--- src/bedrock_pkg.sv ---
// Memory command and response message types shared by the tile and its testbench
package bedrock_pkg;

  // Physical address and data beat widths
  localparam int ADDR_W = 32;
  localparam int DATA_W = 64;

  typedef enum logic
  {
    MEM_RD = 1'b0,
    MEM_WR = 1'b1
  } mem_op_t;

  // Single header per message, no size or length field
  typedef struct packed
  {
    mem_op_t             op;
    logic [ADDR_W-1:0]   addr;
  } mem_hdr_t;

  // Write data rides with the header in one beat
  typedef struct packed
  {
    mem_hdr_t            hdr;
    logic [DATA_W-1:0]   data;
  } mem_cmd_t;

  // Header is echoed back unchanged
  typedef struct packed
  {
    mem_hdr_t            hdr;
    logic [DATA_W-1:0]   data;
  } mem_resp_t;

endpackage

--- src/loopback_dev.sv ---
// Target for unmapped local devices, acks writes and returns zero on reads
`timescale 1ns/1ps

module loopback_dev (
  input  logic                   clk_i,
  input  logic                   rst_n_i,

  input  logic                   cmd_v_i,
  input  bedrock_pkg::mem_cmd_t  cmd_i,
  output logic                   cmd_ready_and_o,

  output logic                   resp_v_o,
  output bedrock_pkg::mem_resp_t resp_o,
  input  logic                   resp_ready_and_i
);

  logic                   resp_v_q;
  bedrock_pkg::mem_hdr_t  hdr_q;

  assign cmd_ready_and_o = !resp_v_q;
  assign resp_v_o        = resp_v_q;
  assign resp_o.hdr      = hdr_q;
  assign resp_o.data     = '0;

  always_ff @(posedge clk_i or negedge rst_n_i)
  begin
    if (!rst_n_i)
      resp_v_q <= 1'b0;
    else if (cmd_v_i && cmd_ready_and_o)
      resp_v_q <= 1'b1;
    else if (resp_ready_and_i)
      resp_v_q <= 1'b0;
  end

  always_ff @(posedge clk_i)
  begin
    if (cmd_v_i && cmd_ready_and_o)
      hdr_q <= cmd_i.hdr;
  end

endmodule

--- config.mk ---
export PLATFORM = sky130hd
export DESIGN_NAME = loopback_dev
export DESIGN_NICKNAME = d
export VERILOG_FILES = /design/src/bedrock_pkg.sv /design/src/loopback_dev.sv
export SDC_FILE = /design/constraint.sdc
export NUM_CORES = 1
export LEC_CHECK = 0
export BUFFER_PORTS_ARGS = -buffer_cell sky130_fd_sc_hd__buf_4
export CELL_PAD_IN_SITES_DETAIL_PLACEMENT = 0
export CELL_PAD_IN_SITES_GLOBAL_PLACEMENT = 2
export CORE_AREA = 2 2 98 100
export CTS_CLUSTER_SIZE = 40
export DETAILED_ROUTE_END_ITERATION = 10
export DIE_AREA = 0 0 100 102
export PLACE_DENSITY_LB_ADDON = 0.1
export SYNTH_ARGS = -nofsm -noshare
export SYNTH_HDL_FRONTEND = slang
export SYNTH_SLANG_ARGS = --single-unit
--- constraint.sdc ---
create_clock -name clk_i -period 2.9 [get_ports clk_i]
set_input_delay 0.145 -clock clk_i [delete_from_list [all_inputs] [get_ports clk_i]]
set_output_delay 0.145 -clock clk_i [all_outputs]
set_load 0.005 [all_outputs]
**Word level (Yosys, flattened, before mapping)**

Cells that the tools add are included.

- Mux-type cells: 2
- Reductions and logical operators: 3

Operators with widths:

| operator | number |
|---|---|
| two-way mux 1 bit | 2 |
| nonzero test 2 bit | 1 |
| logical AND 1 bit | 1 |
| logical NOT 1 bit | 1 |

- Register bits: 34
- Input bits: 101
- Output and inout bits: 99
- Logic and storage cells: 8

**Longest topological paths before layout**

- Word-level depth: 3
- Depth in mapped cells: 2
- Gate-level depth less buffers: 2

**Least setup slack after synthesis**

No wires, ideal clock.

- Path kind: reg-to-reg
- From: register resp_v_q, in the netlist resp_v_o
- To: register hdr_q, in the netlist resp_o[64] (enable)
- Setup time: 0.397 ns
- Arrival: 1.324 ns
- Data required time: 2.503 ns
- Path slack: 1.178 ns
- Cell stages (with the launch flop): 2
- Buffers on the path: 0
- Clock period less this slack: 1.722 ns
- Path through: dfrtp_1 -> nor2b_2

- Longest elaborated chain between the ends: 2

RTL lines:

| item | RTL line | RTL |
|---|---|---|
| from (decl) | loopback_dev.sv:17 | `logic resp_v_q;` |
| from (signal assigned) | loopback_dev.sv:28 | `resp_v_q <= 1'b0;` |
| from (signal assigned) | loopback_dev.sv:30 | `resp_v_q <= 1'b1;` |
| from (signal assigned) | loopback_dev.sv:32 | `resp_v_q <= 1'b0;` |
| logical NOT 1 bit | loopback_dev.sv:20 | `assign cmd_ready_and_o = !resp_v_q;` |
| logical AND 1 bit | loopback_dev.sv:37 | `if (cmd_v_i && cmd_ready_and_o)` |
| to (signal assigned) | loopback_dev.sv:38 | `hdr_q <= cmd_i.hdr;` |
| to (decl) | loopback_dev.sv:18 | `bedrock_pkg::mem_hdr_t hdr_q;` |

Every way passes these cells.
A chain may end at the register's enable or synchronous reset.

**Worst setup path in the final report**

- From: register resp_v_q, in the netlist resp_v_o
- To: register hdr_q, in the netlist resp_o[96] (enable)

The elaborated chain is that of the path after synthesis.

==> reports/qor.txt <==
Delay-heaviest family, CP = simple AND/OR/NAND/NOR gates
I/O pin cnt = 200
Critical path buffer and inverter count = 0
Worst EP arrival = 1510 ps
Worst path slowest cell = nor2b_4
Initial core utilization = 16.7%
F_max = 0.622 GHz
Worst vdd ir = 0.138 mV
Worst skew pair latency = 280 ps
Final Skew = 5.50 ps
Post-synthesis instance total = 102
Vias post-DR = 807
Total gr overflow = 0
CP Class = flop to flop
Dpl ws = 1220 ps
TritonCTS Sinks = 34
# rows = 35
Top-area cell type share of the netlist area = 65.2%
Global-route wire length before repair = 4.34 mm
TritonCTS clock tree = yes
Status = complete, no violations
Number of port buffers = 71
Slew @ Worst Pin = 985 ps
Bufs on Longest Clock Path = 2
Root Buffer = clkbuf_8
Share of cells above drive strength 1 = 43.6%
Critical Path End Type = flop
Post-route minimum period = 1610 ps
Post-Syn Area = 0.00152 mm²
Ant diodes = 0
Worst path max stage delay = 790 ps
HP Class = primary input to flop
Fraction of the cycle the final worst path needs = 55.4%
Filler Cell Count = 992
Largest area contributor in the netlist = edfxtp_1
Clock slew seen by the registers of the worst setup and hold paths = 70 ps
Post-synthesis sequential area ratio = 66.8%
Post-cts resize count = 0
Ys Warns = 0
CP Cell Sequence = nor2b_4
Pwr per Cell Area = 524 mW/mm²
Initial antenna violation count = 0
Detailed placement HPWL = 2.58 mm
Setup TNS Final = 0 ps
Largest net degree at the start of global routing = 35
Yosys reg bits = 34
Final Max Slew Viols = 0
Startpoint types = flop
Detailed-route DRC error count = 0
Die Width = 100 µm
Number of vias per cell = 2.76
H-Tree Depth = 2
Worst setup margin = 1290 ps
Setup Fix Bufs, Post-CTS = 0
ANT nets after route = 0
Headroom to the max-slew limit = 34.2%
Global-route usage over all layers = 5.75%
Synth cell types = 7
Syn_area_per_cell = 14.9 µm²
Drt total wl = 3.31 mm
MaxCap Viol Count = 0
CTS buffer count = 5
Static Leakage = 0.932 nW
Die H = 102 µm
RSZ-0062 raised after global routing = no
Crit path max fanout = 34
Initial DRC count = 9
Total core area = 0.00911 mm²
Gpl congestion = 0.646
WL/cell = 11.3 µm
Die area = 0.0102 mm²
Setup violations, final = 0
DR pass1 iterations = 3
Req. time, crit path = 2800 ps
Tot Pwr = 1.07 mW
Area Growth Syn to Fin = 34.5%
Largest cells by area after synthesis = edfxtp_1 (65%), buf_4 (32%), dfrtp_1 (1.6%), nor2b_2 (0.58%), o21bai_1 (0.49%)
Vias in the first global route = 735
Final Hold Fails = 0
Layout Nets = 281
-- cell usage after synthesis --
library cell / instances
buf_4: 64
conb_1: 1
dfrtp_1: 1
edfxtp_1: 33
inv_2: 1
nor2b_2: 1
o21bai_1: 1
-- final timing paths --
path,endpoint,slack (ps),startpoint,cells past startpoint
max,resp_o[96],1290,resp_v_o,1
min in group asynchronous,resp_v_o,170,rst_n_i,2
min,resp_v_o,30,resp_ready_and_i,2
min reg2reg,resp_v_o,600,resp_v_o,2
max reg2reg,resp_o[96],1290,resp_v_o,1
max in group asynchronous,resp_v_o,2650,rst_n_i,2
-- kinds of logic (layout without fill, tap and decap cells) --
logic type | Yosys count | count (layout) | share of synthesized area, %
AO/OA/AOI/OAI | 1 | 1 | 0.494
AND/OR/NAND/NOR | 1 | 1 | 0.576
buffers and inverters | 65 | 81 | 31.9
flip-flops | 34 | 34 | 66.8
other | 1 | 64 | 0.247
-- layout make-up --
type / count / area (µm²) / share of cell area (%)
clock buffers: 6 / 72.6 / 3.55
clock inverters: 2 / 8.76 / 0.428
inverters: 1 / 3.75 / 0.184
multi-input cells: 66 / 262 / 12.8
flip-flops and latches: 34 / 1020 / 49.7
well taps: 111 / 139 / 6.79
repair buffers: 72 / 543 / 26.6
-- sequential cells by signal, indices dropped and copies added (netlist names) --
name / flops
resp_o: 33
resp_v_o: 1
-- cells in the final DEF, fill, tap and decap left out --
cell and n:
buf_4 71, conb_1 64, edfxtp_1 33, clkbuf_8 5, inv_2 1, nor2b_4 1, o21bai_1 1, clkinv_2 1
clkbuf_1 1, clkinv_1 1, dlygate4sd3_1 1, dfrtp_1 1
-- power breakdown --
group / total (mW) / internal (mW) / switching [mW] / leakage (nW)
logic: 0.140 / 0.0735 / 0.0666 / 0.566
registers: 0.596 / 0.584 / 0.0119 / 0.323
clock network: 0.336 / 0.165 / 0.171 / 0.0426
total: 1.07 / 0.823 / 0.250 / 0.932
-- routing by layer --
metal	global-route usage (%)	share of wire, %	up-vias
li1	-	-	366
met2	9.82	55	69
met3	2.12	9.6	5
met5	0	0	-
met1	6.23	34	367
met4	3.16	1.7	0
-- what timing repair did --
item                                    in CTS  in global routing
hold endpoints to repair                     1                  0
endpoints found under the setup margin       0                  0
hold buffers                                 1                  0
-- stage by stage --
| step | std cells | util (%) | instance area (µm²) | hold slack [ps] |
|---|---|---|---|---|
| CTS | 292 | 22.4 | 2040 | 7.01 |
| detailed placement | 283 | 21.4 | 1950 | -77.5 |
| global placement | 283 | 21.4 | 1950 | -78.2 |
| global route | 292 | 22.4 | 2040 | 14.9 |
| floorplan | 165 | - | 1760 | -151 |
| finish | 292 | 22.4 | 2040 | 25.7 |
Note: power is estimated with default switching activity, not from simulation.
