===== config.mk =====
export PLATFORM = sky130hd
export DESIGN_NAME = msg_fifo
export DESIGN_NICKNAME = d
export VERILOG_FILES = /design/src/msg_fifo.sv
export SDC_FILE = /design/constraint.sdc
export NUM_CORES = 1
export LEC_CHECK = 0
export BUFFER_PORTS_ARGS = -buffer_cell sky130_fd_sc_hd__buf_2
export CAP_MARGIN = 10
export CORE_AREA = 2 2 39 41
export DETAILED_ROUTE_END_ITERATION = 6
export DIE_AREA = 0 0 41 43
export GPL_TIMING_DRIVEN = 0
export PLACE_DENSITY = 0.42
export SETUP_SLACK_MARGIN = 0.3
export SYNTH_ARGS = -nofsm -noshare
export SYNTH_HDL_FRONTEND = slang
export SYNTH_SLANG_ARGS = --single-unit

===== constraint.sdc =====
create_clock -name clk_i -period 2.37 [get_ports clk_i]
set_clock_uncertainty 0.2 [all_clocks]
set_input_delay 0.237 -clock clk_i [delete_from_list [all_inputs] [get_ports clk_i]]
set_output_delay 0.237 -clock clk_i [all_outputs]
set_load 0.02 [all_outputs]

===== src/msg_fifo.sv =====
// Two-entry valid/ready-and FIFO for any packed message, used at both tile boundaries
`timescale 1ns/1ps

module msg_fifo #(
  parameter type payload_t = logic
) (
  input  logic     clk_i,
  input  logic     rst_n_i,

  input  logic     v_i,
  input  payload_t data_i,
  output logic     ready_and_o,

  output logic     v_o,
  output payload_t data_o,
  input  logic     ready_and_i
);

  payload_t   mem_q [2];
  logic       wr_ptr_q;
  logic       rd_ptr_q;
  logic [1:0] count_q;
  logic       push;
  logic       pop;

  assign ready_and_o = (count_q != 2'd2);
  assign v_o         = (count_q != 2'd0);
  assign data_o      = mem_q[rd_ptr_q];

  assign push = v_i & ready_and_o;
  assign pop  = v_v_unused_guard();

  function automatic logic v_v_unused_guard();
    return v_o & ready_and_i;
  endfunction

  always_ff @(posedge clk_i or negedge rst_n_i)
  begin
    if (!rst_n_i)
    begin
      wr_ptr_q <= 1'b0;
      rd_ptr_q <= 1'b0;
      count_q  <= 2'd0;
    end
    else
    begin
      if (push)
        wr_ptr_q <= ~wr_ptr_q;
      if (pop)
        rd_ptr_q <= ~rd_ptr_q;
      count_q <= count_q + {1'b0, push} - {1'b0, pop};
    end
  end

  always_ff @(posedge clk_i)
  begin
    if (push)
      mem_q[wr_ptr_q] <= data_i;
  end

  // Occupancy never passes the two entries
  a_no_overflow: assert property (@(posedge clk_i) disable iff (!rst_n_i)
    count_q != 2'd3);

  // Sender must hold its message while stalled
  a_hold_input: assert property (@(posedge clk_i) disable iff (!rst_n_i)
    (v_i && !ready_and_o) |=> (v_i && $stable(data_i)));

endmodule


# Word-level counts from Yosys, hierarchy flattened
# Memories as Yosys holds them, arrays and structs flattened.
# Index checks and enable logic that the tools add are counted.
# word_totals
word_cells	14
rom_bits	0
mem_count	1
in_bits	5
ramBits	2
output_inout_bits	3
latchBits	0
ff_bits	4
# memory_table
memory	words	word_bits	rd	rd_clocked_by_memory_dff	wr	line	source
mem_q	2	1	1	0	1	19	payload_t mem_q [2];
# op_classes
div	0
shift	0
mul	0
n_reduce_logical	1
bitwise	4
n_eq_ne	1
n_mux	2
order_cmp	0
add_sub_neg	2
# ops
cell	count
$add A2 B1 Y2	1
$and A1 B1 Y1	2
$mux W1	2
$ne A2 B2 Y1 const B	1
$not A1 Y1	2
$reduce_bool A2 Y1	1
$sub A2 B1 Y2	1

# Logic depth before layout (Yosys ltp)
# depth
word_depth	4
mapped_depth	7
ltp_nobuf	7

# Least setup slack after synthesis
# No wires, ideal clock.
# synth_path
kind	register to register
from	reg count_q[1]
to	reg count_q[1]
stages_incl_launch_ff	8
setup_ns	0.123
synth_period_minus_slack_ns	1.921
path_buffers	0
required_time_ns	2.047
arrival_ns	1.599
path_slack_ns	0.449
path_cell_list	dfrtp_1 -> or2_1 -> and2_4 -> ha_1 -> inv_1 -> ha_1 -> xnor2_1 -> xnor2_1
# synth_via
elab_cells_between_ends	6
classes_between	add/sub: 2; eq/ne: 1; bitwise: 2; reduce/logical: 1
# synth_rtl
element	line	source
start: declaration	22	logic [1:0] count_q;
start signal: assignment	51	count_q <= count_q + {1'b0, push} - {1'b0, pop};
$reduce_bool A2 Y1	27	assign v_o = (count_q != 2'd0);
named net v_o	14	output logic v_o,
$and A1 B1 Y1	34	return v_o & ready_and_i;
named net pop	24	logic pop;
$sub A2 B1 Y2	51	
# The timed path passes the listed nets, and every way through them passes these cells.
# A chain may end at the register's enable or synchronous reset.

# Worst setup path after layout
# layout_path
from	reg count_q[1]
to	reg count_q[1]
# layout_via
elab_cells_between_ends	6
classes_between	add/sub: 2; eq/ne: 1; bitwise: 2; reduce/logical: 1
# layout_rtl
element	line
$reduce_bool A2 Y1	27
$and A1 B1 Y1	34
named net pop	24
$sub A2 B1 Y2	51
# The timed path passes the listed nets, and every way through them passes these cells.

==> results.yml <==
outcome:
  outcome: "finished, final reports clean"
placement:
  placed_area_um2: 325
  gp_congestion: 0.670
  place_ws_ns: 0.519
  dp_hpwl_um: 351
  portBuffers: 7
setup_path:
  arrival_ns: 1.82
  cp.required_ns: 2.34
  worst-path-max-fanout: 3
  cp-start-kind: "flop"
  cp-end-kind: "flop"
  criticalPathCategory: "reg2reg"
timing:
  finalCritPeriodShare_pct: 78.3
  rsz0062_at_grt: "false"
  fin_tns_setup_ns: 0
  tightest_slew_ns: 0.156
  setup_viol: 0
  relSlewSlack_pct: 89.5
  holdWs_ns: 0.106
  layout_setup_ws_ns: 0.515
  fmax_mhz: 539
  finalHoldViolCount: 0
  period_minus_slack_ns: 1.86
  slew_viol_final: 0
grt:
  grt_overflow_total: 0
  track_usage_pct: 6.58
  antenna_found_initial: 0
  use_met1_pct: 6.60
  grt_max_degree: 5
  grt_first_pass_wirelength_um: 648
  grt_use_met3_pct: 3.14
  grt_pass1_vias: 166
  grtUsageMet2_pct: 7.50
  grt_busiest_layer: "met4"
die:
  rows: 14
  dieArea_mm2: 0.00176
  die-width_um: 41
  io_pins: 8
  initial_core_util_pct: 19.5
  core-area_mm2: 0.00138
  die_h_um: 43
drt:
  drt-vias-per-instance: 3.63
  via_count: 178
  drtIter0Drc: 5
  first_pass_iters: 2
  routedWlPerCell_um: 9.39
  ant_nets: 0
  drt-total-wl_um: 460
  drc_errors: 0
clock_tree:
  cts_sinks: 6
  clockBufferDepth: 2
  clock_latency_ns: 0.25
  post_cts_buffers: 0
  cts-root-buf: "clkbuf_4"
  htreeDepth: 1
  cts_tree: "done"
  path_clk_slew_ns: 0.05
  cts_resized: 0
  cts_made_buffers: 3
logic_synthesis:
  synth-seq-cells: 6
  synth_area_leader_cell: "dfrtp_1"
  syn_avg_cell_area_um2: 13.5
  synth_area_um2: 270
  yosysTopAreaCellShare_pct: 37.0
  ys_types: 13
  synthesis.nets: 27
  yosys-top-cells-area: "dfrtp_1 37%, edfxtp_1 22%, xnor2_1 9.7%"
  ys_seq_area_share_pct: 59.3
  synth_cells: 20
  yosys_warnings: 0
pwr:
  total_leakage_power_nw: 0.169
  irDropWorstVdd_v: 0.000427
  powerDensity_mw_per_mm2: 1340
layout:
  layout-drive-gt1-share_pct: 36.4
  final-seq-area_um2: 160
  final_area_um2: 372
  n_antenna_cell: 0
  multi_input_area_um2: 106
  layout.nets: 41
  fill_cells: 151
  syn_to_final_growth_pct: 37.5
run:
  maxCapViolCount: 0
worst_hold_path:
  min_path_type: "in2reg"
[critical path, cell delays in order (launching register included)]
cell     delay, ns
dfrtp_1       0.40
or2_1         0.25
and2_4        0.17
ha_1          0.26
inv_1         0.04
ha_1          0.18
xnor2_1       0.16
xnor2_1       0.13
[repair_timing]
action                                  4_1_cts  5_1_grt
hold buffers                                  2        0
hold endpoints to repair                      6        0
endpoints found under the setup margin        0        0
[stage by stage]
step | utilization, % | std cells | total power (W)
2_1_floorplan | - | 20 | 0.000339
3_3_place_gp | 23.5 | 43 | 0.000385
3_5_place_dp | 23.5 | 43 | 0.000393
4_1_cts | 26.9 | 49 | 0.000505
5_1_grt | 26.9 | 49 | 0.000534
6_report | 26.9 | 49 | 0.000497
[placed cells by master (no fill, tap or decap)]
cell type / count
and2_4: 1
and3_1: 1
clkbuf_1: 1
buf_2: 7
dlygate4sd3_1: 2
edfxtp_1: 2
dfrtp_1: 4
nand2_1: 1
ha_1: 2
clkbuf_4: 3
xor2_1: 1
xnor2_1: 3
nand2b_1: 1
mux2_2: 1
or2_1: 1
inv_1: 1
nor2_1: 1
[worst paths after layout]
check	start	cells after the start	slack [ns]	to
max in group asynchronous	rst_n_i	2	1.72	rd_ptr_q
worst min-delay path	ready_and_i	3	0.11	rd_ptr_q
worst min register to register	rd_ptr_q	1	0.28	rd_ptr_q
worst max register to register	count_q[1]	7	0.51	count_q[1]
worst max-delay path	count_q[1]	7	0.51	count_q[1]
min in group asynchronous	rst_n_i	2	0.13	count_q[0]
[per-layer routing]
| metal | routed length [um] | up-vias |
|---|---|---|
| met1 | 194 | 83 |
| met3 | 30 | 0 |
| met5 | 0 | - |
| li1 | - | 91 |
| met2 | 236 | 4 |
| met4 | 0 | 0 |
[registers in the layout, indices dropped and copies added, names as in the netlist]
signal / flops
count_q: 2
mem_q: 2
rd_ptr_q: 1
wr_ptr_q: 1
[power breakdown]
part	leakage (nW)	switching, W	internal [W]
logic	0.0890	0.000103	0.000101
clock network	0.0150	0.0000406	0.0000640
registers	0.0652	0.0000322	0.000156
total	0.169	0.000176	0.000321
[layout make-up]
cell class | instances | area share [%]
clock buffers | 4 | 7.07
flip-flops and latches | 6 | 43.1
well taps | 16 | 5.39
multi-input cells | 13 | 28.6
inverters | 1 | 1.01
repair buffers | 9 | 14.8
[synth_stat cells]
cell and number:
dfrtp_1 4, xnor2_1 3, edfxtp_1 2, ha_1 2
and2_4 1, and3_1 1, inv_1 1, mux2_2 1
nand2_1 1, nand2b_1 1, nor2_1 1, or2_1 1
xor2_1 1
[logic make-up (layout without fill, tap and decap cells)]
family	Yosys count	after routing	synth area share (%)
XOR/XNOR	4	4	13.0
adder cells (fa/ha/maj)	2	2	9.26
buffers and inverters	1	14	1.39
flip-flops	6	6	59.3
multiplexers	1	1	4.17
AND/OR/NAND/NOR	6	6	13.0
Power figures use the tool's default switching activity.
