[config.mk]
export PLATFORM = sky130hd
export DESIGN_NAME = mem_store
export DESIGN_NICKNAME = d
export VERILOG_FILES = /design/src/bedrock_pkg.sv /design/src/mem_store.sv
export SDC_FILE = /design/constraint.sdc
export NUM_CORES = 2
export LEC_CHECK = 0
export ABC_AREA = 1
export BUFFER_PORTS_ARGS = -buffer_cell sky130_fd_sc_hd__buf_2
export CORE_MARGIN = 2
export CORE_UTILIZATION = 45
export CTS_CLUSTER_DIAMETER = 50
export CTS_CLUSTER_SIZE = 12
export DETAILED_ROUTE_END_ITERATION = 12
export GPL_ROUTABILITY_DRIVEN = 1
export HOLD_SLACK_MARGIN = 0.1
export MAX_ROUTING_LAYER = met4
export SLEW_MARGIN = 20
export SYNTH_ARGS = -nofsm -noshare
export SYNTH_HDL_FRONTEND = slang
export SYNTH_SLANG_ARGS = --single-unit
[constraint.sdc]
create_clock -name clk_i -period 11.5 [get_ports clk_i]
set_input_delay 0.575 -clock clk_i [delete_from_list [all_inputs] [get_ports clk_i]]
set_output_delay 0.575 -clock clk_i [all_outputs]
set_load 0.02 [all_outputs]
[src/bedrock_pkg.sv]
// Memory command and response message types shared by the tile and its testbench
package bedrock_pkg;

  // Physical address and data beat widths
  localparam int ADDR_W = 32;
  localparam int DATA_W = 64;

  typedef enum logic
  {
    MEM_RD = 1'b0,
    MEM_WR = 1'b1
  } mem_op_t;

  // Single header per message, no size or length field
  typedef struct packed
  {
    mem_op_t             op;
    logic [ADDR_W-1:0]   addr;
  } mem_hdr_t;

  // Write data rides with the header in one beat
  typedef struct packed
  {
    mem_hdr_t            hdr;
    logic [DATA_W-1:0]   data;
  } mem_cmd_t;

  // Header is echoed back unchanged
  typedef struct packed
  {
    mem_hdr_t            hdr;
    logic [DATA_W-1:0]   data;
  } mem_resp_t;

endpackage

[src/mem_store.sv]
// Word-addressed memory device standing in for the L2 slice, fixed two-cycle response
`timescale 1ns/1ps

module mem_store #(
  parameter int MEM_WORDS = 64
) (
  input  logic                   clk_i,
  input  logic                   rst_n_i,

  input  logic                   cmd_v_i,
  input  bedrock_pkg::mem_cmd_t  cmd_i,
  output logic                   cmd_ready_and_o,

  output logic                   resp_v_o,
  output bedrock_pkg::mem_resp_t resp_o,
  input  logic                   resp_ready_and_i
);

  localparam int IDX_W = (MEM_WORDS > 1) ? $clog2(MEM_WORDS) : 1;

  logic [bedrock_pkg::DATA_W-1:0] mem_q [MEM_WORDS];
  logic [IDX_W-1:0]               cmd_idx;
  logic [IDX_W-1:0]               s1_idx_q;
  bedrock_pkg::mem_hdr_t          s1_hdr_q;
  logic                           s1_v_q;
  logic                           resp_v_q;
  bedrock_pkg::mem_resp_t         resp_q;
  logic                           cmd_xfer;

  assign cmd_idx  = IDX_W'(cmd_i.hdr.addr[bedrock_pkg::ADDR_W-1:3] % MEM_WORDS);
  assign cmd_xfer = cmd_v_i && cmd_ready_and_o;

  assign cmd_ready_and_o = !s1_v_q && !resp_v_q;
  assign resp_v_o        = resp_v_q;
  assign resp_o          = resp_q;

  initial
  begin
    for (int i = 0; i < MEM_WORDS; i++)
      mem_q[i] = '0;
  end

  always_ff @(posedge clk_i or negedge rst_n_i)
  begin
    if (!rst_n_i)
    begin
      s1_v_q   <= 1'b0;
      resp_v_q <= 1'b0;
    end
    else
    begin
      s1_v_q <= cmd_xfer;
      if (s1_v_q)
        resp_v_q <= 1'b1;
      else if (resp_ready_and_i)
        resp_v_q <= 1'b0;
    end
  end

  // Stage 1 latches the address, stage 2 reads the array
  always_ff @(posedge clk_i)
  begin
    if (cmd_xfer)
    begin
      s1_idx_q <= cmd_idx;
      s1_hdr_q <= cmd_i.hdr;
      if (cmd_i.hdr.op == bedrock_pkg::MEM_WR)
        mem_q[cmd_idx] <= cmd_i.data;
    end
    if (s1_v_q)
    begin
      resp_q.hdr  <= s1_hdr_q;
      resp_q.data <= (s1_hdr_q.op == bedrock_pkg::MEM_RD) ? mem_q[s1_idx_q] : '0;
    end
  end

  a_two_cycle: assert property (@(posedge clk_i) disable iff (!rst_n_i)
    cmd_xfer |-> ##2 resp_v_o);

endmodule

Word level (Yosys, flattened, before mapping)
Memories as Yosys holds them, arrays and structs flattened. A register that Yosys moved wholly into a read port is not among the register bits.
Cells that the tools add are included.
W data, S select, Z words.
- add/subtract/negate cells: 0
- multipliers: 0
- divide/modulo/power cells: 0
- order comparisons: 0
- eq/ne operators: 0
- shifts and indexed selects: 0
- muxes and demuxes: 5
- bitwise logic cells: 0
- reductions and logical operators: 5
- operators with widths (cell ; number):
    $mux W1 ; 5
    $logic_and A1 B1 Y1 ; 2
    $logic_not A1 Y1 ; 2
    $reduce_bool A2 Y1 ; 1
- register bits: 74
- bits in latches: 0
- RAM bits: 4096
- ROM bits: 0
- bits of input ports: 101
- output and inout bits: 99
- word-level logic and storage cells: 18
- memories kept: 1
- memory list (memory ; depth ; width ; rd ports ; clocked after Yosys merged registers in ; wr ports ; line ; text):
    mem_q ; 64 ; 64 ; 1 ; 1 ; 1 ; mem_store.sv:21 ; logic [bedrock_pkg::DATA_W-1:0] mem_q [MEM_WORDS];

Longest topological paths before layout
- depth after elaboration: 5
- depth in mapped cells: 14
- depth with buffers taken out: 9

Worst setup path after synthesis
Ideal clock, no wire load.
- kind: reg-to-reg
- from: reg s1_v_q
- to: mem mem_q[10][0] (netlist name), enable pin
- library setup time: 0.487 ns
- arrival time: 7.974 ns
- data required time: 11.013 ns
- slack: 3.040 ns
- cell stages (with the launch flop): 6
- path buffers: 0
- clock period less this slack: 8.460 ns
- path through: dfrtp_1 -> nor3b_1 -> nand2_1 -> inv_1 -> nand4_1 -> nor2_1
- longest elaborated chain between the ends: 5
- RTL lines (element ; line ; text):
    start: declaration ; mem_store.sv:25 ; logic s1_v_q;
    start signal: assignment ; mem_store.sv:52 ; s1_v_q <= cmd_xfer;
    $logic_not A1 Y1 ; mem_store.sv:33 ; assign cmd_ready_and_o = !s1_v_q && !resp_v_q;
    $logic_and A1 B1 Y1 ; mem_store.sv:33 ;
    $logic_and A1 B1 Y1 ; mem_store.sv:31 ; assign cmd_xfer = cmd_v_i && cmd_ready_and_o;
    named net cmd_xfer ; mem_store.sv:28 ; logic cmd_xfer;
    $mux W1 ; mem_store.sv:63 ; if (cmd_xfer)
    $mux W1 (not written as such) ; mem_store.sv:68 ; mem_q[cmd_idx] <= cmd_i.data;
    end: declaration ; mem_store.sv:21 ;
The timed path passes the listed nets, and every way through them passes these cells.

Worst setup path after layout
- from: reg s1_v_q
- to: mem mem_q[43][61] (netlist name), enable pin
Same word-level chain as after synthesis.

==> out/summary.txt <==
status: completed
H-tree depth: 5
vias in the first global route: 103000
VDD IR max: 157 uV
CP delay by family, top: simple AND/OR/NAND/NOR gates
Critical Path Fanout Max: 49
Worst-Skew Late Latency: 1.01 ns
hpwl dp: 261000 um
placed cell area: 173000 um^2
share of post-route cells with drive strength above 1: 8.17%
Warnings, synthesis: 0
wire length per cell: 28.0 um
Largest stage delay, worst path: 0.95 ns
Worst setup SP type: flip-flop
Tightest Pin Transition: 1.26 ns
clock sinks: 4228
Die W: 615 um
clk_skew: 0.0570 ns
Worst Slack Setup Final: 6.33 ns
Tcrit/Tclk final: 44.9%
Synth area leaders: edfxtp_1 76%, nand3_1 11%, nand2_1 9.2%, buf_2 0.98%, nor2_1 0.87%
Yosys top cell area share: 75.7%
dpl ws: 6.40 ns
largest net degree at the start of global routing: 179
cts repair resizes: 0
Area Overhead vs Synth: 11.7%
Power Dens Cells: 183 nW/um^2
Max clock buf depth: 4
crit-path cells: buf_16 -> nor3b_2 -> nand2_1 -> nor2_1 -> nand3_1 -> nor2_4 -> buf_4 -> buf_4
Netlist cell types: 20
Yosys reg bits: 4228
FF-to-FF path depth: 8
crit end category: flip-flop
top-count cell post-synth: edfxtp_1
WP data required: 12.09 ns
DRC: 0
Crit Path Class: reg2reg
setup bufs post-CTS: 0
post-route cell area: 187000 um^2
CP most frequent cell: buf_4
WP buf/inv: 3
via count: 111000
CP max-delay cell: nor2_4
first-pass GRT wire length: 753000 um
total track usage: 28.0%
vias per cell: 5.89
Synth area leader: edfxtp_1
Initial Utilization: 45.1%
Lkg Pwr: 64.8 nW
hold endpoint: mem_q[24][62]$_DFFE_PP_
total core area: 372000 um^2
gpl congestion: 0.804
Routed Antenna Nets: 0
Min-Delay Path Depth: 1
drt pass-1 iters: 6
syn avg cell area: 12.4 um^2
Fmax: 0.194 GHz
chip height: 615 um
Synth top cells by count: 4226 x edfxtp_1, 4102 x nand2_1, 3595 x nand3_1, 389 x nor2_1, 327 x buf_2
Hold Fails Final Rpt: 0
Port Buf Inserts: 199
DIE AREA: 378000 um^2
total wire length: 526000 um
clk root buf: clkbuf_16
final-stage net count: 13700
Mapped Area: 168000 um^2
Max-Cap Viols: 0
hold crit path type: in2reg
Final min period: 5.17 ns
flop2flop setup slack: 6.33 ns
# IOs: 200
Overflow after GRT: 0
setup TNS: 0 ns
register area share after synthesis: 75.7%
Post-Syn Nets: 13600
row cnt: 224
RR Endpoint: mem_q[43][61]$_DFFE_PP_
max_slew headroom: 16.1%
Iter 0 DRT Violations: 15600
final slew viol count: 0
hold-fix buffers at CTS: 37
final hold slack: 0.111 ns
ys async rst share: 0.0473%
CP arrival: 5.75 ns
RSZ-0062 raised after global routing: no
EDFF count, synth: 4226
Synth Instances: 13500
CTS clk-pin slew, worst paths: 0.06 ns
CTS tree: yes
Num CTS Buffers: 443
min-delay src: cmd_i[62]
endpoints failing setup: 0
Synth Flop Type: edfxtp_1
antenna violations before repair: 33
RR Startpoint: s1_v_q$_DFF_PN0_
==> state kept, by name, indices dropped and copies added, names as in the netlist <==
signal    count
s1_idx_q      5
s1_hdr_q     28
mem_q      4096
resp_v_o      1
resp_o       97
s1_v_q        1
==> worst max-delay path by stage <==
stage / start / end / cells after the start
after floorplan: s1_v_q$_DFF_PN0_ / mem_q[10][0]$_DFFE_PP_ / 5
after global placement: s1_v_q$_DFF_PN0_ / mem_q[43][15]$_DFFE_PP_ / 7
after detailed placement: s1_v_q$_DFF_PN0_ / mem_q[43][10]$_DFFE_PP_ / 8
after CTS: s1_v_q$_DFF_PN0_ / mem_q[43][61]$_DFFE_PP_ / 8
after global routing: s1_idx_q[0]$_DFFE_PP_ / resp_o[12]$_SDFFCE_PP0P_ / 13
final: s1_v_q$_DFF_PN0_ / mem_q[43][61]$_DFFE_PP_ / 8
==> cells by family after synthesis <==
family,after synthesis,share of synthesized area (%)
AO/OA/AOI/OAI,257,0.814
flip-flops,4228,75.7
AND/OR/NAND/NOR,8089,20.8
buffers and inverters,914,2.72
==> through the flow <==
stage                     std cells  total power [mW]  util [%]
after detailed placement      18000              21.0      46.7
after floorplan               13500              19.7         -
after global placement        18000              21.0      46.6
final                         18800              34.3      50.4
after global routing          18800              35.3      50.4
after CTS                     18800              34.3      50.3
==> where the power goes <==
part           internal (mW)  switching [mW]  total, mW
registers               17.1           0.118       17.2
clock network           7.58            5.92       13.5
logic                  0.876            2.67       3.55
total                   25.6            8.71       34.3
==> cell usage in the layout (no fill, tap or decap), drive strengths merged <==
master	netlist	final
edfxtp	4226	4226
o21ai	128	128
nor3b	1	1
o22ai	64	64
inv	15	32
buf	608	479
nand4	1	1
nand3	3595	3595
clkbuf	291	517
dfrtp	2	2
clkinv	0	134
dlygate4sd3	0	40
nor2	389	389
bufinv	0	24
or2	1	1
clkinvlp	0	14
a21oi	65	65
nand2	4102	4102
diode	0	23
==> routing by layer <==
| metal | global-route usage [%] | part of all wire, % |
|---|---|---|
| met1 | 39.0 | 41 |
| met2 | 43.0 | 46 |
| met3 | 3.82 | 9.4 |
| met4 | 9.12 | 3.5 |
| met5 | - | 0 |
==> cell type report <==
| class | count | area, um^2 |
|---|---|---|
| fillers | 31900 | 184000 |
| repair buffers | 519 | 4080 |
| clock inverters | 189 | 1770 |
| inverters | 15 | 123 |
| clock buffers | 517 | 11500 |
| diodes | 23 | 57.6 |
| multi-input cells | 8346 | 36700 |
| well taps | 4972 | 6220 |
| flip-flops and latches | 4228 | 127000 |
==> worst register-to-register path, delay by kind of cell (launching register included) <==
kind,cells,cell delay [ns]
simple gates,5,2.33
buf+inv,3,1.72
flops,1,0.71
(Power assumes the default switching activity.)
