**src/bedrock_pkg.sv**
```systemverilog
// Memory command and response message types shared by the tile and its testbench
package bedrock_pkg;

  // Physical address and data beat widths
  localparam int ADDR_W = 32;
  localparam int DATA_W = 64;

  typedef enum logic
  {
    MEM_RD = 1'b0,
    MEM_WR = 1'b1
  } mem_op_t;

  // Single header per message, no size or length field
  typedef struct packed
  {
    mem_op_t             op;
    logic [ADDR_W-1:0]   addr;
  } mem_hdr_t;

  // Write data rides with the header in one beat
  typedef struct packed
  {
    mem_hdr_t            hdr;
    logic [DATA_W-1:0]   data;
  } mem_cmd_t;

  // Header is echoed back unchanged
  typedef struct packed
  {
    mem_hdr_t            hdr;
    logic [DATA_W-1:0]   data;
  } mem_resp_t;

endpackage

```
**src/tile_cfg_pkg.sv**
```systemverilog
// Tile address map, device selectors and configuration bus layout, used by RTL and testbench
package tile_cfg_pkg;

  // Addresses at or above this are off-tile memory
  localparam logic [bedrock_pkg::ADDR_W-1:0] DRAM_BASE = 32'h8000_0000;

  // Device field of a local address
  localparam int DEV_LSB = 16;
  localparam int DEV_W   = 4;
  localparam logic [DEV_W-1:0] CFG_DEV   = 4'd2;
  localparam logic [DEV_W-1:0] CACHE_DEV = 4'd5;

  // Register index sits above the dword offset
  localparam int REG_LSB = 3;

  localparam int NUM_DEV = 3;

  typedef enum logic [1:0]
  {
    DEV_MEM  = 2'd0,
    DEV_CFG  = 2'd1,
    DEV_LOOP = 2'd2
  } dev_sel_t;

  typedef enum logic [4:0]
  {
    REG_FREEZE  = 5'd0,
    REG_CORE_ID = 5'd1,
    REG_DID     = 5'd2,
    REG_CORD    = 5'd3
  } cfg_reg_e;

  typedef struct packed
  {
    logic         freeze;
    logic [7:0]   core_id;
    logic [7:0]   did;
    logic [15:0]  cord;
  } cfg_bus_t;

endpackage

```
**src/dev_xbar.sv**
```systemverilog
// Routes tile commands to the memory, config and loopback devices and merges responses in order
`timescale 1ns/1ps

module dev_xbar #(
  parameter int ORDER_DEPTH = 4
) (
  input  logic                                         clk_i,
  input  logic                                         rst_n_i,

  input  logic                                         cmd_v_i,
  input  bedrock_pkg::mem_cmd_t                        cmd_i,
  output logic                                         cmd_ready_and_o,

  output logic [tile_cfg_pkg::NUM_DEV-1:0]             dev_cmd_v_o,
  output bedrock_pkg::mem_cmd_t                        dev_cmd_o,
  input  logic [tile_cfg_pkg::NUM_DEV-1:0]             dev_cmd_ready_and_i,

  input  logic [tile_cfg_pkg::NUM_DEV-1:0]             dev_resp_v_i,
  input  bedrock_pkg::mem_resp_t [tile_cfg_pkg::NUM_DEV-1:0] dev_resp_i,
  output logic [tile_cfg_pkg::NUM_DEV-1:0]             dev_resp_ready_and_o,

  output logic                                         resp_v_o,
  output bedrock_pkg::mem_resp_t                       resp_o,
  input  logic                                         resp_ready_and_i
);

  localparam int PTR_W = (ORDER_DEPTH > 1) ? $clog2(ORDER_DEPTH) : 1;
  localparam int CNT_W = $clog2(ORDER_DEPTH + 1);

  logic                              is_local;
  logic [tile_cfg_pkg::DEV_W-1:0]    dev_field;
  tile_cfg_pkg::dev_sel_t            dst;
  tile_cfg_pkg::dev_sel_t            order_q [ORDER_DEPTH];
  tile_cfg_pkg::dev_sel_t            head;
  logic [PTR_W-1:0]                  wr_ptr_q;
  logic [PTR_W-1:0]                  rd_ptr_q;
  logic [CNT_W-1:0]                  count_q;
  logic                              q_full;
  logic                              q_empty;
  logic                              push;
  logic                              pop;

  // Address decode
  assign is_local  = (cmd_i.hdr.addr < tile_cfg_pkg::DRAM_BASE);
  assign dev_field = cmd_i.hdr.addr[tile_cfg_pkg::DEV_LSB +: tile_cfg_pkg::DEV_W];

  always_comb
  begin
    if (!is_local || (dev_field == tile_cfg_pkg::CACHE_DEV))
      dst = tile_cfg_pkg::DEV_MEM;
    else if (dev_field == tile_cfg_pkg::CFG_DEV)
      dst = tile_cfg_pkg::DEV_CFG;
    else
      dst = tile_cfg_pkg::DEV_LOOP;
  end

  assign q_full  = (count_q == CNT_W'(ORDER_DEPTH));
  assign q_empty = (count_q == '0);
  assign head    = order_q[rd_ptr_q];

  // Payload is broadcast to all devices
  assign dev_cmd_o       = cmd_i;
  assign dev_cmd_v_o     = (cmd_v_i && !q_full) ? (3'b001 << dst) : 3'b000;
  assign cmd_ready_and_o = !q_full && dev_cmd_ready_and_i[dst];
  assign push            = cmd_v_i && cmd_ready_and_o;

  // Only the oldest outstanding device may answer
  assign resp_v_o             = !q_empty && dev_resp_v_i[head];
  assign resp_o               = dev_resp_i[head];
  assign dev_resp_ready_and_o = !q_empty ? ({2'b00, resp_ready_and_i} << head) : 3'b000;
  assign pop                  = resp_v_o && resp_ready_and_i;

  always_ff @(posedge clk_i or negedge rst_n_i)
  begin
    if (!rst_n_i)
    begin
      wr_ptr_q <= '0;
      rd_ptr_q <= '0;
      count_q  <= '0;
    end
    else
    begin
      if (push)
        wr_ptr_q <= (wr_ptr_q == PTR_W'(ORDER_DEPTH - 1)) ? '0 : wr_ptr_q + 1'b1;
      if (pop)
        rd_ptr_q <= (rd_ptr_q == PTR_W'(ORDER_DEPTH - 1)) ? '0 : rd_ptr_q + 1'b1;
      count_q <= count_q + CNT_W'(push) - CNT_W'(pop);
    end
  end

  always_ff @(posedge clk_i)
  begin
    if (push)
      order_q[wr_ptr_q] <= dst;
  end

  // Every pending device response still has its entry in the order queue
  a_resp_outstanding: assert property (@(posedge clk_i) disable iff (!rst_n_i)
    $countones(dev_resp_v_i) <= int'(count_q));

endmodule

```
**config.mk**
```make
export PLATFORM = sky130hd
export DESIGN_NAME = dev_xbar
export DESIGN_NICKNAME = d
export VERILOG_FILES = /design/src/bedrock_pkg.sv /design/src/tile_cfg_pkg.sv /design/src/dev_xbar.sv
export SDC_FILE = /design/constraint.sdc
export NUM_CORES = 1
export LEC_CHECK = 0
export CORE_AREA = 2 2 236 238
export CTS_CLUSTER_DIAMETER = 150
export CTS_CLUSTER_SIZE = 30
export DETAILED_ROUTE_END_ITERATION = 12
export DIE_AREA = 0 0 238 240
export DONT_BUFFER_PORTS = 1
export SLEW_MARGIN = 20
export SYNTH_ARGS = -nofsm -noshare
export SYNTH_HDL_FRONTEND = slang
export SYNTH_SLANG_ARGS = --single-unit
```
**constraint.sdc**
```tcl
create_clock -name clk_i -period 3.8 [get_ports clk_i]
set_input_delay 0.38 -clock clk_i [delete_from_list [all_inputs] [get_ports clk_i]]
set_output_delay 0.38 -clock clk_i [all_outputs]
set_load 0.03 [all_outputs]
```
# --- Word-level counts from Yosys, hierarchy flattened ---
# Memories as Yosys holds them, arrays and structs flattened.
# Index checks and enable logic that the tools add are counted.
op_classes:
  addsub: 4
  n_lt_le_gt_ge: 3
  eq_ne: 5
  shift: 2
  n_mux: 14
  n_reduce_logical: 10
op_table:
  columns: ["op", "count"]
  rows:
  - ["binary-select mux 97 bit (select 2 bit)", 1]
  - ["two-way mux 97 bit", 1]
  - ["less-than comparator 32 bit, second input constant", 1]
  - ["two-way mux 2 bit", 4]
  - ["less-than comparator 2 x 3 -> 1 bit, second input constant", 2]
  - ["two-way mux 3 bit", 2]
  - ["logical AND 1 bit", 5]
  - ["adder 2 x 1 -> 2 bit, second input constant", 2]
  - ["binary-select mux 1 bit (select 2 bit)", 2]
  - ["== test 2 bit, second input constant", 2]
  - ["== test 4 x 2 -> 1 bit, second input constant", 1]
  - ["== test 4 x 3 -> 1 bit, second input constant", 1]
  - ["two-way mux 1 bit", 4]
  - ["adder 3 x 1 -> 3 bit", 1]
  - ["== test 3 bit, second input constant", 1]
  - ["zero test 1 bit", 3]
  - ["zero test 3 bit", 1]
  - ["left shift 1 x 2 -> 3 bit", 1]
  - ["left shift 1 x 2 -> 3 bit, first input constant", 1]
  - ["subtractor 3 x 1 -> 3 bit", 1]
  - ["logical OR 1 bit", 1]
word_totals:
  ff_bits: 7
  ram_bits: 8
  inputBits: 398
  output_inout_bits: 202
  word_cells: 42
  memories: 1
mem_list:
  columns: ["memory", "depth", "word_bits", "read_ports", "rd_ports_with_merged_regs", "wr", "line", "source"]
  rows:
  - ["order_q", 4, 2, 1, 0, 1, "dev_xbar.sv:33", "tile_cfg_pkg::dev_sel_t order_q [ORDER_DEPTH];"]

# --- Logic depth before layout (Yosys ltp) ---
logic_depth:
  ltp_word: 10
  mapped_depth: 10
  depth_no_buf: 10

# --- Least setup slack after synthesis ---
# OpenSTA, ideal clock, no wires.
synth_path:
  path_kind: "register to register"
  start: "reg rd_ptr_q[0]"
  end: "reg count_q[2]"
  setup_time_ps: 123
  t_arrival_ps: 2518
  required_ps: 3677
  setup_slack_ps: 1159
  stages_incl_launch_ff: 10
  n_path_buf: 0
  synth_period_minus_slack_ps: 2641
  path_cell_list: "dfrtp_1 mux4_2 mux2i_2 o22ai_4 ha_1 inv_1 ha_1 fa_1 xnor2_1 xnor2_1"
synth_via:
  elab_chain_len: 6
synth_lines:
  columns: ["item", "line", "source"]
  rows:
  - ["start, declared", "dev_xbar.sv:36", "logic [PTR_W-1:0] rd_ptr_q;"]
  - ["start signal, assigned", "dev_xbar.sv:86", "rd_ptr_q <= (rd_ptr_q == PTR_W'(ORDER_DEPTH - 1)) ? '0 : rd_ptr_q + 1'b1;"]
  - ["memory (4 x 2 bit)", null, null]
  - ["binary-select mux 1 bit (select 2 bit)", "dev_xbar.sv:68", "assign resp_v_o = !q_empty && dev_resp_v_i[head];"]
  - ["two-way mux 1 bit (implied by the code)", "dev_xbar.sv:68", null]
  - ["logical AND 1 bit", "dev_xbar.sv:68", null]
  - ["logical AND 1 bit", "dev_xbar.sv:71", "assign pop = resp_v_o && resp_ready_and_i;"]
  - ["via pop", "dev_xbar.sv:41", "logic pop;"]
  - ["subtractor 3 x 1 -> 3 bit", "dev_xbar.sv:87", "count_q <= count_q + CNT_W'(push) - CNT_W'(pop);"]
  - ["end signal, assigned", "dev_xbar.sv:87", null]
  - ["end, declared", "dev_xbar.sv:37", "logic [CNT_W-1:0] count_q;"]
# The timed path passes the listed nets, and every way through them passes these cells. The select of a mux whose other input is x is not followed.
# A chain may end at the register's enable or synchronous reset.

==> results.cfg <==
[worst_setup_path]
startpoint_type = flip-flop
crit_top_cell = buf_4
worstSetupEndpointType = primary output
critical_path.max_stage_delay_ns = 0.48
timing.critical_path.slowest_stage_cell = buf_4
critical_path_cell_list = mux4_4 > buf_4 > nor2b_4 > buf_12 > nand2_1 > o21ai_0 > buf_4
crit_fanout = 93
cp_data_arrival_time_ns = 2.93
cp.required_ns = 3.42
criticalPathCategory = reg -> out

[finish]
finalNetCount = 848
fillCellCount = 6406
finalInstanceArea_mm2 = 0.00429
proportion_of_layout_cells_with_a_drive_suffix_above_1 = 0.184
areaGrowthSynthToFinish_pct = 16.5
final_cell_count_no_fill = 1148
post-route-util = 0.0785

[route]
detail_route.wirelength.met1_um = 7530
drtAntennaViolNets = 0
drt_pre_antenna_iters = 5
via_per_inst = 3.08
wl_met3_um = 2470
routedWlPerCell_um = 18.4
route.detailed.drc = 0
routed_wl_um = 21100
highest-signal-layer = met5
routed-wl-met2_um = 10100
drt_iter0_drc = 125
vias = 3531

[timing]
min_period_ns = 3.31
rsz0062_at_grt = false
worst_slew_pin_slew_ns = 1.05
slew_violations = 0
setup_viol = 0
clock-skew-final_ns = 0.00364
clock.fmax_ghz = 0.302
layout_worst_path_cycle_share = 0.872
fin_tns_setup_ns = 0
slew_headroom = 0.295
hold_viol = 0

[die]
die_w_um = 238
fp.dieArea_mm2 = 0.0571
die_h_um = 240
coreArea_mm2 = 0.0547
initial_core_util = 0.0673
io-pin-count = 600
fp-row-count = 86

[logic_synthesis]
ys_top_cells_by_area = mux2i_1, buf_4, nand2_1, o21ai_0, edfxtp_1
synth_cells = 499
ys.flop_type = edfxtp_1
ys_warn_count = 0
netlist_area_mm2 = 0.00368
synth_commonest_cells = buf_4, nand2_1, mux2i_1
count_of_state_elements_after_synthesis = 15
synth_enable_flop_cells = 8
mean_cell_area_of_the_mapped_netlist_um2 = 7.38
synth_async_sr_flop_share = 0.467
syn-num-nets = 905
dominant_cell_by_count_in_the_synthesized_netlist = buf_4
netlist.top_cell.by_area = mux2i_1
post_synth_num_cell_types = 36
ys_seq_area_frac = 0.113
netlist.area_leader.share = 0.264

[global_routing]
grt_pass1_wl_um = 24600
grt_overflow = 0
antenna_violations_before_repair = 5
grt_use_total = 0.0635
first_global_vias = 3149
grt_max_degree = 94

[clock_tree]
cts_max_level = 1
clkLatencyLatePin_ns = 0.24
cts_root_buf = clkbuf_16
clkTransAtPathRegs_ns = 0.05
cts_buffer_depth = 2
numClockSinks = 15
clock_tree_from_tritoncts = done
cts_inserted_buffers = 3
postCtsSetupBuffers = 0

[outcome]
run_status = finished clean

[pwr]
p_leak_uw = 0.00164
vdd_ir_drop_max_mv = 0.589
pwr_density_cell_mw_per_mm2 = 1170
total_power_uw = 5020

[place]
buffer_ports.inserted = 0
place_inst = 1140
dp.final_hpwl_um = 18300
finalWeightedCongestion = 0.691
placed_cell_area_mm2 = 0.00419

[min_path]
classification_of_the_worst_slack_hold_path = in -> reg

[job]
cap_viol_max_count = 0
==> through the flow <==
| step | hold WS (ns) | worst slack [ns] |
|---|---|---|
| after floorplan | 0.0844 | 1.16 |
| after global placement | 0.0846 | 0.682 |
| after global routing | 0.425 | 0.304 |
| final | 0.403 | 0.487 |
| after detailed placement | 0.0846 | 0.644 |
| after CTS | 0.421 | 0.365 |
==> flip-flops by register name, summed over array words and instances, names as in the netlist <==
name      flops
wr_ptr_q      2
order_q       8
count_q       3
rd_ptr_q      2
==> worst max-delay path, delay by kind of cell (launching register included) <==
family                 cells  cell delay (ns)
buffers and inverters      3             1.03
multiplexers               1             0.47
flip-flops                 1             0.44
AND/OR/NAND/NOR            2             0.40
AO/OA/AOI/OAI              1             0.15
==> layer usage <==
metal | global-route usage | vias up
met5 | 0 | -
met4 | 0.0324 | 2
met3 | 0.0202 | 72
met2 | 0.113 | 379
met1 | 0.0676 | 1571
li1 | - | 1507
==> cell type report <==
class | instances | area, µm² | share of cell area
repair buffers | 68 | 551 | 0.128
inverters | 8 | 30.0 | 0.00700
well taps | 704 | 881 | 0.205
multi-input cells | 346 | 2330 | 0.542
clock buffers | 4 | 78.8 | 0.0184
diodes | 3 | 7.51 | 0.00175
flip-flops and latches | 15 | 415 | 0.0968
==> power breakdown <==
group	switching, µW	leakage, µW	internal, µW
Sequential	51.2	0.000155	227
Clock	59.8	0.0000382	142
Combinational	3150	0.00144	1390
Total	3260	0.00164	1750
==> final timing paths <==
kind	start	to	slack, ns	cells past startpoint
setup / recovery	rd_ptr_q[0]$_DFFE_PN0P_	resp_o[72]	0.49	7
hold / removal	cmd_i[95]	order_q[3][1]$_DFFE_PP_	0.40	1
setup reg to reg	rd_ptr_q[0]$_DFFE_PN0P_	count_q[2]$_DFF_PN0_	0.82	9
hold reg to reg	wr_ptr_q[1]$_DFFE_PN0P_	wr_ptr_q[1]$_DFFE_PN0P_	0.57	1
max in group asynchronous	rst_n_i	wr_ptr_q[1]$_DFFE_PN0P_	3.08	1
min in group asynchronous	rst_n_i	count_q[2]$_DFF_PN0_	0.47	1
==> cell usage in the layout (no fill, tap or decap), types with 2 or more instances in the layout <==
master      n
nand2_1    99
mux2i_1    97
buf_4      64
o21ai_0    54
o21ai_1    44
inv_1       8
edfxtp_1    8
ha_1        7
dfrtp_1     7
nor2_1      6
and2_1      5
nor3_1      4
diode_2     3
a21oi_1     3
clkbuf_16   3
buf_12      3
mux4_4      2
nand2b_1    2
o31a_1      2
and3b_1     2
xnor2_1     2
mux2_2      2
mux2_4      2
==> timing repair <==
| item | 4_1_cts | 5_1_grt |
|---|---|---|
| endpoints found under the setup margin | 0 | 0 |
| hold buffers | 1 | 0 |
| hold endpoints to repair | 7 | 0 |
| resized for setup | 0 | 0 |
==> kinds of logic after synthesis <==
kind of cell	share of synthesized area
multiplexers	0.294
buffers and inverters	0.259
adder cells (fa/ha/maj)	0.0292
AND/OR/NAND/NOR	0.143
XOR/XNOR	0.00476
AO/OA/AOI/OAI	0.158
flip-flops	0.113
(Power assumes the default switching activity.)
